[src/pkt_fifo_consts.svh]
// packet FIFO widths, depths and latencies

`ifndef PKT_FIFO_CONSTS_SVH
`define PKT_FIFO_CONSTS_SVH

// buffer geometry
`define PKT_ADDR_WID    6   // 64 RAM entries
`define PKT_DATA_BYTES  4

// sideband widths
`define PKT_TID_WID     4
`define PKT_TDEST_WID   4
`define PKT_TUSER_WID   4

`define PKT_SKID_DEPTH  4   // output FIFO entries

`define PKT_RAM_WR_LAT  2   // input register plus array write
`define PKT_RAM_RD_LAT  1

`endif

[src/pkt_fifo_pkg.sv]
// packet FIFO types

`include "pkt_fifo_consts.svh"

package pkt_fifo_pkg;

   typedef logic [`PKT_DATA_BYTES*8-1:0] tdata_t;
   typedef logic [`PKT_DATA_BYTES-1:0]   tkeep_t;
   typedef logic [`PKT_TID_WID-1:0]      tid_t;
   typedef logic [`PKT_TDEST_WID-1:0]    tdest_t;
   typedef logic [`PKT_TUSER_WID-1:0]    tuser_t;

   // msb is the wrap bit, tells full from empty
   typedef logic [`PKT_ADDR_WID:0] ptr_t;

   // {tlast, tid, tdest, tuser, tkeep, tdata}
   typedef logic [`PKT_TID_WID+`PKT_TDEST_WID+`PKT_TUSER_WID+`PKT_DATA_BYTES*9:0] mem_word_t;

   typedef enum logic [1:0] {
      RD_IDLE,
      RD_STREAM,
      RD_WAIT_CREDIT
   } rd_state_t;

endpackage

[src/sdp_ram.sv]
// simple dual-port RAM
`timescale 1ns/10ps

`include "pkt_fifo_consts.svh"

module sdp_ram (
   input  logic                      axi4s_in,
   input  logic                      srst,
   input  logic                      wr_req,
   input  logic [`PKT_ADDR_WID-1:0]  wr_addr,
   input  pkt_fifo_pkg::mem_word_t   wr_data,
   input  logic                      rd_req,
   input  logic [`PKT_ADDR_WID-1:0]  rd_addr,
   output pkt_fifo_pkg::mem_word_t   rd_data
);

   import pkt_fifo_pkg::*;

   mem_word_t mem [2**`PKT_ADDR_WID];

   logic                      wr_req_r;
   logic [`PKT_ADDR_WID-1:0]  wr_addr_r;
   mem_word_t                 wr_data_r;

   // write input stage
   always_ff @(posedge axi4s_in) begin
      if (srst) begin
         wr_req_r <= 1'b0;
      end else begin
         wr_req_r <= wr_req;
      end
      wr_addr_r <= wr_addr;
      wr_data_r <= wr_data;
   end

   always_ff @(posedge axi4s_in) begin
      if (wr_req_r) mem[wr_addr_r] <= wr_data_r;   // second write cycle
   end

   always_ff @(posedge axi4s_in) begin
      if (rd_req) rd_data <= mem[rd_addr];   // old data if the write is still in flight
   end

endmodule

[src/pkt_buffer.sv]
// pipelined packet buffer
`timescale 1ns/10ps

`include "pkt_fifo_consts.svh"

module pkt_buffer (
   input  logic                   axi4s_in,
   input  logic                   srst,

   input  logic                   in_tvalid,
   input  logic                   in_tready,
   input  pkt_fifo_pkg::tdata_t   in_tdata,
   input  pkt_fifo_pkg::tkeep_t   in_tkeep,
   input  pkt_fifo_pkg::tid_t     in_tid,
   input  pkt_fifo_pkg::tdest_t   in_tdest,
   input  pkt_fifo_pkg::tuser_t   in_tuser,
   input  logic                   in_tlast,

   input  pkt_fifo_pkg::ptr_t     wr_ptr,
   input  pkt_fifo_pkg::ptr_t     rd_ptr,
   input  logic                   rd_req,

   output pkt_fifo_pkg::ptr_t     wr_ptr_p,   // wr_ptr aligned to the RAM write
   output logic                   wr_last_p,

   output logic                   buf_tvalid,
   output pkt_fifo_pkg::tdata_t   buf_tdata,
   output pkt_fifo_pkg::tkeep_t   buf_tkeep,
   output pkt_fifo_pkg::tid_t     buf_tid,
   output pkt_fifo_pkg::tdest_t   buf_tdest,
   output pkt_fifo_pkg::tuser_t   buf_tuser,
   output logic                   buf_tlast
);

   import pkt_fifo_pkg::*;

   // one stage less than the RAM, the array write cycle itself closes the gap
   localparam int WR_STAGES = `PKT_RAM_WR_LAT - 1;
   localparam int RD_STAGES = `PKT_RAM_RD_LAT;

   mem_word_t  wr_data;
   mem_word_t  rd_data;
   logic       wr_en;

   ptr_t       wr_ptr_q  [WR_STAGES];
   logic       wr_last_q [WR_STAGES];
   logic       rd_req_q  [RD_STAGES];

   assign wr_en   = in_tvalid && in_tready;
   assign wr_data = {in_tlast, in_tid, in_tdest, in_tuser, in_tkeep, in_tdata};

   // ------------------------------------------------------------------------
   // write side pipeline
   // ------------------------------------------------------------------------
   always_ff @(posedge axi4s_in) begin
      if (srst) begin
         for (int i = 0; i < WR_STAGES; i++) begin
            wr_ptr_q[i]  <= '0;
            wr_last_q[i] <= 1'b0;
         end
      end else begin
         wr_ptr_q[0]  <= wr_ptr;
         wr_last_q[0] <= wr_en && in_tlast;   // end of packet written
         for (int i = 1; i < WR_STAGES; i++) begin
            wr_ptr_q[i]  <= wr_ptr_q[i-1];
            wr_last_q[i] <= wr_last_q[i-1];
         end
      end
   end

   assign wr_ptr_p  = wr_ptr_q[WR_STAGES-1];
   assign wr_last_p = wr_last_q[WR_STAGES-1];

   sdp_ram u_sdp_ram (
      .axi4s_in (axi4s_in),
      .srst     (srst),
      .wr_req   (wr_en),
      .wr_addr  (wr_ptr[`PKT_ADDR_WID-1:0]),
      .wr_data  (wr_data),
      .rd_req   (rd_req),
      .rd_addr  (rd_ptr[`PKT_ADDR_WID-1:0]),
      .rd_data  (rd_data)
   );

   // ------------------------------------------------------------------------
   // read side, valid follows rd_req by the RAM read latency
   // ------------------------------------------------------------------------
   always_ff @(posedge axi4s_in) begin
      if (srst) begin
         for (int i = 0; i < RD_STAGES; i++) rd_req_q[i] <= 1'b0;
      end else begin
         rd_req_q[0] <= rd_req;
         for (int i = 1; i < RD_STAGES; i++) rd_req_q[i] <= rd_req_q[i-1];
      end
   end

   assign buf_tvalid = rd_req_q[RD_STAGES-1];
   assign {buf_tlast, buf_tid, buf_tdest, buf_tuser, buf_tkeep, buf_tdata} = rd_data;

   // reads only target entries that have already left the write pipeline
   a_rd_behind_wr: assert property (@(posedge axi4s_in) disable iff (srst)
      rd_req |-> (rd_ptr != wr_ptr_p))
      else $error("read issued at the pipelined write pointer");

endmodule

[src/pkt_ptr_ctr.sv]
// write, read and commit pointers
`timescale 1ns/10ps

`include "pkt_fifo_consts.svh"

module pkt_ptr_ctr (
   input  logic                 axi4s_in,
   input  logic                 srst,
   input  logic                 in_tvalid,
   output logic                 in_tready,
   input  pkt_fifo_pkg::ptr_t   wr_ptr_p,
   input  logic                 wr_last_p,
   input  logic                 rd_req,
   output pkt_fifo_pkg::ptr_t   wr_ptr,
   output pkt_fifo_pkg::ptr_t   rd_ptr,
   output pkt_fifo_pkg::ptr_t   commit_ptr
);

   import pkt_fifo_pkg::*;

   localparam ptr_t RAM_DEPTH = ptr_t'(2**`PKT_ADDR_WID);

   logic addr_eq;
   logic wrap_ne;
   logic full;

   // same slot, different lap
   assign addr_eq   = (wr_ptr[`PKT_ADDR_WID-1:0] == rd_ptr[`PKT_ADDR_WID-1:0]);
   assign wrap_ne   = (wr_ptr[`PKT_ADDR_WID] != rd_ptr[`PKT_ADDR_WID]);
   assign full      = addr_eq && wrap_ne;
   assign in_tready = !full;

   always_ff @(posedge axi4s_in) begin
      if (srst) begin
         wr_ptr <= '0;
      end else if (in_tvalid && in_tready) begin
         wr_ptr <= wr_ptr + 1'b1;
      end
   end

   always_ff @(posedge axi4s_in) begin
      if (srst) begin
         rd_ptr <= '0;
      end else if (rd_req) begin
         rd_ptr <= rd_ptr + 1'b1;
      end
   end

   // ------------------------------------------------------------------------
   // commit, the packet is released once its tlast beat is in the RAM
   // ------------------------------------------------------------------------
   always_ff @(posedge axi4s_in) begin
      if (srst) begin
         commit_ptr <= '0;
      end else if (wr_last_p) begin
         commit_ptr <= wr_ptr_p + 1'b1;   // one past the tlast beat
      end
   end

   // committed minus read never exceeds the RAM, so rd_ptr stays behind
   a_rd_not_past_commit: assert property (@(posedge axi4s_in) disable iff (srst)
      ptr_t'(commit_ptr - rd_ptr) <= RAM_DEPTH)
      else $error("rd_ptr has passed commit_ptr");

endmodule

[src/pkt_rd_fsm.sv]
// read request FSM
`timescale 1ns/10ps

`include "pkt_fifo_consts.svh"

module pkt_rd_fsm (
   input  logic                                axi4s_in,
   input  logic                                srst,
   input  pkt_fifo_pkg::ptr_t                  rd_ptr,
   input  pkt_fifo_pkg::ptr_t                  commit_ptr,
   input  logic [$clog2(`PKT_SKID_DEPTH):0]    skid_free,
   input  logic                                buf_tvalid,
   output logic                                rd_req
);

   import pkt_fifo_pkg::*;

   localparam int CNT_WID = $clog2(`PKT_SKID_DEPTH) + 1;

   rd_state_t           state;
   rd_state_t           state_nxt;
   logic [CNT_WID-1:0]  in_flight;   // reads issued, not yet out of the RAM
   logic                avail;
   logic                credit;

   assign avail  = (rd_ptr != commit_ptr);
   assign credit = (in_flight < skid_free);   // skid space reserved at issue
   assign rd_req = (state == RD_STREAM) && avail && credit;

   always_comb begin
      state_nxt = state;
      case (state)
         RD_IDLE:        if (avail) state_nxt = RD_STREAM;
         RD_STREAM: begin
            if (!avail) begin
               state_nxt = RD_IDLE;
            end else if (!credit) begin
               state_nxt = RD_WAIT_CREDIT;
            end
         end
         RD_WAIT_CREDIT: if (credit) state_nxt = RD_STREAM;
         default:        state_nxt = RD_IDLE;
      endcase
   end

   always_ff @(posedge axi4s_in) begin
      if (srst) begin
         state <= RD_IDLE;
      end else begin
         state <= state_nxt;
      end
   end

   always_ff @(posedge axi4s_in) begin
      if (srst) begin
         in_flight <= '0;
      end else begin
         case ({rd_req, buf_tvalid})
            2'b10:   in_flight <= in_flight + 1'b1;
            2'b01:   in_flight <= in_flight - 1'b1;
            default: in_flight <= in_flight;   // both or neither
         endcase
      end
   end

endmodule

[src/out_skid.sv]
// output skid FIFO
`timescale 1ns/10ps

`include "pkt_fifo_consts.svh"

module out_skid (
   input  logic                                axi4s_in,
   input  logic                                srst,
   input  logic                                buf_tvalid,
   input  pkt_fifo_pkg::tdata_t                buf_tdata,
   input  pkt_fifo_pkg::tkeep_t                buf_tkeep,
   input  pkt_fifo_pkg::tid_t                  buf_tid,
   input  pkt_fifo_pkg::tdest_t                buf_tdest,
   input  pkt_fifo_pkg::tuser_t                buf_tuser,
   input  logic                                buf_tlast,
   output logic [$clog2(`PKT_SKID_DEPTH):0]    skid_free,
   output logic                                axi4s_out_tvalid,
   input  logic                                axi4s_out_tready,
   output pkt_fifo_pkg::tdata_t                axi4s_out_tdata,
   output pkt_fifo_pkg::tkeep_t                axi4s_out_tkeep,
   output pkt_fifo_pkg::tid_t                  axi4s_out_tid,
   output pkt_fifo_pkg::tdest_t                axi4s_out_tdest,
   output pkt_fifo_pkg::tuser_t                axi4s_out_tuser,
   output logic                                axi4s_out_tlast
);

   import pkt_fifo_pkg::*;

   localparam int IDX_WID = $clog2(`PKT_SKID_DEPTH);
   localparam int CNT_WID = IDX_WID + 1;

   mem_word_t           fifo_mem [`PKT_SKID_DEPTH];
   mem_word_t           push_word;
   mem_word_t           out_word;   // output register
   logic [IDX_WID-1:0]  wr_idx;
   logic [IDX_WID-1:0]  rd_idx;
   logic [CNT_WID-1:0]  count;
   logic                pull;

   assign push_word = {buf_tlast, buf_tid, buf_tdest, buf_tuser, buf_tkeep, buf_tdata};
   assign pull      = (count != '0) && (!axi4s_out_tvalid || axi4s_out_tready);
   assign skid_free = CNT_WID'(`PKT_SKID_DEPTH) - count;

   always_ff @(posedge axi4s_in) begin
      if (buf_tvalid) fifo_mem[wr_idx] <= push_word;
      if (pull)       out_word <= fifo_mem[rd_idx];
   end

   // ------------------------------------------------------------------------
   // indices, occupancy and output valid
   // ------------------------------------------------------------------------
   always_ff @(posedge axi4s_in) begin
      if (srst) begin
         wr_idx           <= '0;
         rd_idx           <= '0;
         count            <= '0;
         axi4s_out_tvalid <= 1'b0;
      end else begin
         if (buf_tvalid) wr_idx <= wr_idx + 1'b1;
         if (pull)       rd_idx <= rd_idx + 1'b1;
         case ({buf_tvalid, pull})
            2'b10:   count <= count + 1'b1;
            2'b01:   count <= count - 1'b1;
            default: count <= count;
         endcase
         if (pull) begin
            axi4s_out_tvalid <= 1'b1;
         end else if (axi4s_out_tready) begin
            axi4s_out_tvalid <= 1'b0;   // beat taken, nothing behind it
         end
      end
   end

   assign {axi4s_out_tlast, axi4s_out_tid, axi4s_out_tdest, axi4s_out_tuser,
           axi4s_out_tkeep, axi4s_out_tdata} = out_word;

   // read credit in the FSM must keep the FIFO from overflowing
   a_no_push_full: assert property (@(posedge axi4s_in) disable iff (srst)
      buf_tvalid |-> (count < CNT_WID'(`PKT_SKID_DEPTH)))
      else $error("beat pushed into a full output FIFO");

endmodule

[src/pkt_fifo_top.sv]
// store-and-forward packet FIFO
`timescale 1ns/10ps

`include "pkt_fifo_consts.svh"

module pkt_fifo_top (
   input  logic                   axi4s_in,
   input  logic                   srst,

   input  logic                   axi4s_in_tvalid,
   output logic                   axi4s_in_tready,
   input  pkt_fifo_pkg::tdata_t   axi4s_in_tdata,
   input  pkt_fifo_pkg::tkeep_t   axi4s_in_tkeep,
   input  pkt_fifo_pkg::tid_t     axi4s_in_tid,
   input  pkt_fifo_pkg::tdest_t   axi4s_in_tdest,
   input  pkt_fifo_pkg::tuser_t   axi4s_in_tuser,
   input  logic                   axi4s_in_tlast,

   output logic                   axi4s_out_tvalid,
   input  logic                   axi4s_out_tready,
   output pkt_fifo_pkg::tdata_t   axi4s_out_tdata,
   output pkt_fifo_pkg::tkeep_t   axi4s_out_tkeep,
   output pkt_fifo_pkg::tid_t     axi4s_out_tid,
   output pkt_fifo_pkg::tdest_t   axi4s_out_tdest,
   output pkt_fifo_pkg::tuser_t   axi4s_out_tuser,
   output logic                   axi4s_out_tlast
);

   import pkt_fifo_pkg::*;

   ptr_t    wr_ptr;
   ptr_t    rd_ptr;
   ptr_t    commit_ptr;
   ptr_t    wr_ptr_p;
   logic    wr_last_p;
   logic    rd_req;

   // buffer to skid
   logic    buf_tvalid;
   tdata_t  buf_tdata;
   tkeep_t  buf_tkeep;
   tid_t    buf_tid;
   tdest_t  buf_tdest;
   tuser_t  buf_tuser;
   logic    buf_tlast;

   logic [$clog2(`PKT_SKID_DEPTH):0] skid_free;

   pkt_ptr_ctr u_pkt_ptr_ctr (
      .axi4s_in   (axi4s_in),
      .srst       (srst),
      .in_tvalid  (axi4s_in_tvalid),
      .in_tready  (axi4s_in_tready),
      .wr_ptr_p   (wr_ptr_p),
      .wr_last_p  (wr_last_p),
      .rd_req     (rd_req),
      .wr_ptr     (wr_ptr),
      .rd_ptr     (rd_ptr),
      .commit_ptr (commit_ptr)
   );

   pkt_buffer u_pkt_buffer (
      .axi4s_in   (axi4s_in),
      .srst       (srst),
      .in_tvalid  (axi4s_in_tvalid),
      .in_tready  (axi4s_in_tready),
      .in_tdata   (axi4s_in_tdata),
      .in_tkeep   (axi4s_in_tkeep),
      .in_tid     (axi4s_in_tid),
      .in_tdest   (axi4s_in_tdest),
      .in_tuser   (axi4s_in_tuser),
      .in_tlast   (axi4s_in_tlast),
      .wr_ptr     (wr_ptr),
      .rd_ptr     (rd_ptr),
      .rd_req     (rd_req),
      .wr_ptr_p   (wr_ptr_p),
      .wr_last_p  (wr_last_p),
      .buf_tvalid (buf_tvalid),
      .buf_tdata  (buf_tdata),
      .buf_tkeep  (buf_tkeep),
      .buf_tid    (buf_tid),
      .buf_tdest  (buf_tdest),
      .buf_tuser  (buf_tuser),
      .buf_tlast  (buf_tlast)
   );

   pkt_rd_fsm u_pkt_rd_fsm (
      .axi4s_in   (axi4s_in),
      .srst       (srst),
      .rd_ptr     (rd_ptr),
      .commit_ptr (commit_ptr),
      .skid_free  (skid_free),
      .buf_tvalid (buf_tvalid),
      .rd_req     (rd_req)
   );

   out_skid u_out_skid (
      .axi4s_in         (axi4s_in),
      .srst             (srst),
      .buf_tvalid       (buf_tvalid),
      .buf_tdata        (buf_tdata),
      .buf_tkeep        (buf_tkeep),
      .buf_tid          (buf_tid),
      .buf_tdest        (buf_tdest),
      .buf_tuser        (buf_tuser),
      .buf_tlast        (buf_tlast),
      .skid_free        (skid_free),
      .axi4s_out_tvalid (axi4s_out_tvalid),
      .axi4s_out_tready (axi4s_out_tready),
      .axi4s_out_tdata  (axi4s_out_tdata),
      .axi4s_out_tkeep  (axi4s_out_tkeep),
      .axi4s_out_tid    (axi4s_out_tid),
      .axi4s_out_tdest  (axi4s_out_tdest),
      .axi4s_out_tuser  (axi4s_out_tuser),
      .axi4s_out_tlast  (axi4s_out_tlast)
   );

endmodule

[config.mk]
export PLATFORM = sky130hd
export DESIGN_NAME = pkt_fifo_top
export DESIGN_NICKNAME = d
export VERILOG_FILES = /design/src/pkt_fifo_pkg.sv /design/src/sdp_ram.sv /design/src/pkt_buffer.sv /design/src/pkt_ptr_ctr.sv /design/src/pkt_rd_fsm.sv /design/src/out_skid.sv /design/src/pkt_fifo_top.sv
export VERILOG_INCLUDE_DIRS = /design/src
export SDC_FILE = /design/constraint.sdc
export NUM_CORES = 2
export LEC_CHECK = 0
export ABC_AREA = 1
export ABC_CLOCK_PERIOD_IN_PS = 16320
export BUFFER_PORTS_ARGS = -buffer_cell sky130_fd_sc_hd__buf_2
export CAP_MARGIN = 20
export CELL_PAD_IN_SITES_DETAIL_PLACEMENT = 0
export CELL_PAD_IN_SITES_GLOBAL_PLACEMENT = 2
export CORE_UTILIZATION = 35
export CTS_BUF_LIST = sky130_fd_sc_hd__clkbuf_16
export DETAILED_ROUTE_END_ITERATION = 8
export GPL_TIMING_DRIVEN = 0
export PLACE_DENSITY = 0.75
export SYNTH_ARGS = -nofsm -noshare
export SYNTH_HDL_FRONTEND = slang
export SYNTH_SLANG_ARGS = --single-unit
export TNS_END_PERCENT = 10
[constraint.sdc]
create_clock -name axi4s_in -period 16.32 [get_ports axi4s_in]
set_clock_uncertainty 0.1 [all_clocks]
set_input_delay 1.632 -clock axi4s_in [delete_from_list [all_inputs] [get_ports axi4s_in]]
set_output_delay 1.632 -clock axi4s_in [all_outputs]
set_load 0.005 [all_outputs]
# After elaboration in Yosys (flattened, before gate mapping)
# Memories as Yosys holds them, arrays and structs flattened. A register that Yosys moved wholly into a read port is not among the register bits.
# Cells that the tools add are included.
# op_classes
n_eq_ne,12
reduce_logical,18
add_sub_neg,10
n_lt_le_gt_ge,1
mux,22
# ops
cell,n
"adder 7 x 1 -> 7 bit, second input constant",3
two-way mux 1 bit,14
case mux 3 bit (2 select lines),2
two-way mux 2 bit,4
two-way mux 7 bit,1
inequality test 7 bit,1
OR reduction 7 bit,1
"adder 3 x 1 -> 3 bit, second input constant",2
"equality test 2 x 1 -> 1 bit, second input constant",3
"equality test 2 bit, second input constant",3
equality test 6 bit,1
logical AND 1 bit,6
case mux 2 bit (3 select lines),1
nonzero test 2 bit,3
"subtractor 3 x 1 -> 3 bit, second input constant",2
"adder 2 x 1 -> 2 bit, second input constant",2
"inequality test 2 x 1 -> 1 bit, second input constant",2
less-than comparator 3 bit,1
"inequality test 3 bit, second input constant",1
AND reduction 3 bit,1
nonzero test 3 bit,1
"subtractor 3 bit, first input constant",1
logical NOT 1 bit,2
logical NOT 2 bit,1
other kinds (3),4
# totals
ram_bits,3341
register_bits,90
output_inout_bits,51
memories,5
# mem_list
memory,words,word_bits,rd,rd_ports_with_merged_regs,wr,line,source
u_pkt_buffer.u_sdp_ram.mem,64,49,1,1,1,sdp_ram.sv:19,mem_word_t mem [2**`PKT_ADDR_WID];
u_out_skid.fifo_mem,4,49,1,1,1,out_skid.sv:32,mem_word_t fifo_mem [`PKT_SKID_DEPTH];
u_pkt_buffer.wr_ptr_q,1,7,1,0,1,pkt_buffer.sv:45,ptr_t wr_ptr_q [WR_STAGES];
u_pkt_buffer.rd_req_q,1,1,1,0,1,pkt_buffer.sv:47,logic rd_req_q [RD_STAGES];
u_pkt_buffer.wr_last_q,1,1,1,0,1,pkt_buffer.sv:46,logic wr_last_q [WR_STAGES];

# Logic depth before layout (Yosys ltp)
# depth
depth_word,6
mapped_depth,17
ltp_nobuf,15

# Hierarchy
# Synthesis repeated with hierarchy kept, for this count alone.
# unflattened
cells_unflattened,11220
hier_area_um2,138811.9
# modules_own_cells
module,seq_area_each_um2,cells_per_inst,n_inst,area_per_inst_um2
sdp_ram,96762.8,10378,1,127823.8
out_skid,7517.2,590,1,9176.3
pkt_ptr_ctr,420.4,156,1,1092.3
pkt_rd_fsm,100.1,65,1,444.2
pkt_buffer,180.2,31,1,275.3

# Worst setup path after synthesis
# OpenSTA, ideal clock, no wires.
# synth_timing
kind,flip-flop to flip-flop
start,register u_pkt_buffer.u_sdp_ram.wr_req_r
end,"memory u_pkt_buffer.u_sdp_ram.mem[41][0] in the netlist's numbering, enable pin"
path_stages_with_launch,4
path_buffers,1
arrival_time_ps,5548
slack_ps,10094
cell_sequence,dfxtp_1 -> clkbuf_1 -> nand4_1 -> nor4_1
# synth_via
elab_chain_len,2
# synth_lines
item,line,source
"start, declared",sdp_ram.sv:21,logic wr_req_r;
"start signal, assigned",sdp_ram.sv:30,wr_req_r <= wr_req;
two-way mux 1 bit,sdp_ram.sv:37,if (wr_req_r) mem[wr_addr_r] <= wr_data_r;
two-way mux 1 bit (implied by the code),sdp_ram.sv:37,
"end, declared",sdp_ram.sv:19,
# No other way between the ends.

# Worst setup path in the final report
# layout_timing
start,register u_pkt_ptr_ctr.rd_ptr[0]
end,output axi4s_in_tready
# layout_via
elab_chain_len,3
# layout_lines
item,line,source
"start, declared",pkt_ptr_ctr.sv:15,"output pkt_fifo_pkg::ptr_t rd_ptr,"
"start signal, assigned",pkt_ptr_ctr.sv:45,rd_ptr <= rd_ptr + 1'b1;
equality test 6 bit,pkt_ptr_ctr.sv:28,assign addr_eq = (wr_ptr[`PKT_ADDR_WID-1:0] == rd_ptr[`PKT_ADDR_WID-1:0]);
logical AND 1 bit,pkt_ptr_ctr.sv:30,assign full = addr_eq && wrap_ne;
logical NOT 1 bit,pkt_ptr_ctr.sv:31,assign in_tready = !full;
"end, declared",pkt_fifo_top.sv:11,"output logic axi4s_in_tready,"
# No other way between the ends.

==> metrics.log <==
INFO  metric drt_wl_total = between 500 and 600 mm
INFO  metric actual_slew_at_the_worst_max_slew_pin = 1240 ps
INFO  metric io_pins = about 100
INFO  metric power_frac_clock = 0.356
INFO  metric setup.worst_path.start_class = register
INFO  metric later_pin_clock_latency_in_the_skew_report = 1000 ps
INFO  metric setup_crit_end_kind = output port
INFO  metric post_cts.repair.setup_buffers = 0
INFO  metric vias_in_the_first_global_route = between 90000 and 100k
INFO  metric holdCritPathClass = reg -> reg
INFO  metric timing.critical_path.required = 14590 ps
INFO  metric finalWorstSetupSlack = 10990 ps
INFO  metric drt-wirelength-per-cell = ~27 µm
INFO  metric synth_to_layout_area_growth = 16.7%
INFO  metric detailed_place_hpwl = approximately 390 mm
INFO  metric power.net_switching = roughly 7.6 mW
INFO  metric cts_htree_levels = 5
INFO  metric status = finished clean
INFO  metric fin_tns_setup = 0 ps
INFO  metric synth_enable_flop_cells = approximately 3400
INFO  metric worst_path_arrival = 3600 ps
INFO  metric rows = approximately 240
INFO  metric drt_pass1_iterations = 8
INFO  metric place_ws = between 10000 and 15000 ps
INFO  metric critical_path_peak_fanout = 10
INFO  metric num_cts_buffers = around 390
INFO  metric area_of_the_core_region = slightly above 0.4 mm²
INFO  metric ys_async_sr_fraction = 0
INFO  metric power.share.combinational = 0.204
INFO  metric cts-hold-fix-buffers = 0
INFO  metric die_width = 647 µm
INFO  metric seq_area_frac_synth = 0.721
INFO  metric ant_nets = 0
INFO  metric num_vias = slightly below 100k
INFO  metric port_buffers = ~100
INFO  metric worstSetupPathType = reg -> out
INFO  metric finalHoldViolCount = 0
INFO  metric tritoncts = built
INFO  metric synthesis.instances = 13385
INFO  metric grt_pass1_wl = ~740 mm
INFO  metric finalNetCount = 14173
INFO  metric max-vdd-ir-drop = 0.000105 V
INFO  metric max_slew_margin = 0.171
INFO  metric floorplan_die_area = between 0.4 and 0.5 mm²
INFO  metric layout-drive-gt1-share = 0.0871
INFO  metric grt_setup_unrepaired = false
INFO  metric synth_nets = ~13000
INFO  metric synthesis.area = 0.146 mm²
INFO  metric crit_share_post_route = 0.327
INFO  metric place.gp.congestion = about 0.95
INFO  metric cts_sinks = around 3500
INFO  metric power.sequential.fraction = 0.440
INFO  metric grt_use_total = 0.255
INFO  metric drc = 0
INFO  metric whs = around 250 ps
INFO  metric synthesis.area_per_instance = about 11 µm²
INFO  metric timing.max_cap.violations = 0
INFO  metric max-clock-path-buffers = 4
INFO  metric globalRoute.totalOverflow = 0
INFO  metric effective_utilization_at_floorplan = 0.352
INFO  metric cts_resized = 0
INFO  metric drv_slew = 0
INFO  metric register_to_register_setup_slack = about 11000 ps
INFO  metric period_minus_slack = ~5300 ps
INFO  metric powerDensity = 139 mW/mm²
INFO  metric ys.flop_type = edfxtp_1
INFO  metric setup-violations-final = 0
INFO  metric final_cell_mix = nand2_1 (4249), edfxtp_1 (3430), inv_1 (1651)
INFO  metric power_report.internal_total = roughly 16 mW
INFO  metric fmax = approximately 0.19 GHz
INFO  metric cts_root_buffer = clkbuf_16
INFO  metric p_leak = 66.6 nW
INFO  metric vias_per_cell = about 5
INFO  metric antenna_found_initial = 73
INFO  metric yosysWarnings = 0
INFO  metric grt_max_degree = 65
INFO  metric clkSlewWorstSetupHoldPaths = 60 ps
INFO  metric netlist-cell-type-count = 30
INFO  metric most_common_cell_after_layout_fill_and_taps_aside = nand2_1
INFO  metric detail_route.iter0.violations = 12716
INFO  metric switching_share = 0.322
INFO  metric seq_cells_post_synth = 3529
INFO  metric die_y = approximately 650 µm
flip-flops by register name (all words and copies together) (netlist names), 49 cells and up:
name,flops
u_out_skid.out_word,49
u_pkt_buffer.u_sdp_ram.rd_data,49
u_out_skid.fifo_mem,196
u_pkt_buffer.u_sdp_ram.wr_data_r,49
u_pkt_buffer.u_sdp_ram.mem,3136
layer usage:
metal  track usage  up-vias  part of all wire
met5             0        -          0.000083
met4         0.122        6             0.054
met3        0.0371      811             0.077
met2         0.406     4089              0.46
met1         0.344    48458              0.41
li1              -    45693                 -
per-stage QoR:
stage	area (µm²)	power [mW]	utilization	instances
after detailed placement	158000	15.4	0.381	19188
after global placement	153000	15.3	0.370	18961
after floorplan	146000	12.9	-	13385
after CTS	170000	23.7	0.410	19902
after global routing	170000	24.3	0.410	19904
final	170000	23.6	0.410	19927
synthesized netlist by cell type, types with 49 or more instances:
| cell type | number | area [µm²] |
|---|---|---|
| clkbuf_1 | 393 | 1480 |
| nand2_1 | 4249 | 15900 |
| dfxtp_1 | 99 | 1980 |
| buf_2 | 211 | 1060 |
| nor2_1 | 1070 | 4020 |
| o22ai_1 | 49 | 307 |
| buf_1 | 76 | 285 |
| nand3_1 | 1445 | 7230 |
| o21ai_0 | 514 | 2570 |
| a21oi_1 | 127 | 636 |
| inv_1 | 1565 | 5870 |
| edfxtp_1 | 3430 | 103000 |
power groups by stage:
stage                     combinational [mW]  sequential, mW  clock, mW
after global routing                    5.16            10.4       8.80
final                                   4.81            10.4       8.38
after detailed placement                4.81            10.6          0
after floorplan                         2.43            10.5          0
after global placement                  4.63            10.7          0
after CTS                               4.83            10.4       8.48
cells by family (layout without fill, tap and decap cells):
| group | Yosys count | in the layout | synth area share |
|---|---|---|---|
| compound gates | 710 | 710 | 0.0251 |
| xor+xnor | 24 | 24 | 0.00144 |
| fa+ha+maj | 15 | 15 | 0.00139 |
| buf+inv | 2267 | 3311 | 0.0607 |
| flops | 3529 | 3529 | 0.721 |
| other cells | 0 | 24 | 0 |
| simple gates | 6840 | 6840 | 0.190 |
final timing paths:
check / startpoint / end / cells after the start
setup / recovery: u_pkt_ptr_ctr.rd_ptr[0] / axi4s_in_tready / 7
hold / removal: u_pkt_ptr_ctr.wr_ptr[2] / u_pkt_buffer.u_sdp_ram.wr_addr_r[2] / 0
setup reg to reg: u_pkt_ptr_ctr.rd_ptr[3] / u_pkt_buffer.u_sdp_ram.rd_data[39] / 11
hold reg to reg: u_pkt_ptr_ctr.wr_ptr[2] / u_pkt_buffer.u_sdp_ram.wr_addr_r[2] / 0
final cells by class:
cell class                      count  area, µm²
Inverter                         1573       5900
Sequential cell                  3529     105000
Timing Repair Buffer              330       4730
Fill cell                       39584     244000
Clock inverter                    323       2150
Buffer                            694       2960
Antenna cell                       24       60.1
Tap cell                         5474       6850
Clock buffer                      391       9780
Multi-Input combinational cell   7589      32200
worst max-delay path, cell delays in order (launching register included):
cell and delay (ps):
dfxtp_1 330, buf_4 290, buf_2 570, buf_2 560, nand2_1 120, a21oi_1 200
nand3_2 220, buf_2 270
No activity file was read; power rests on OpenSTA's default activity.
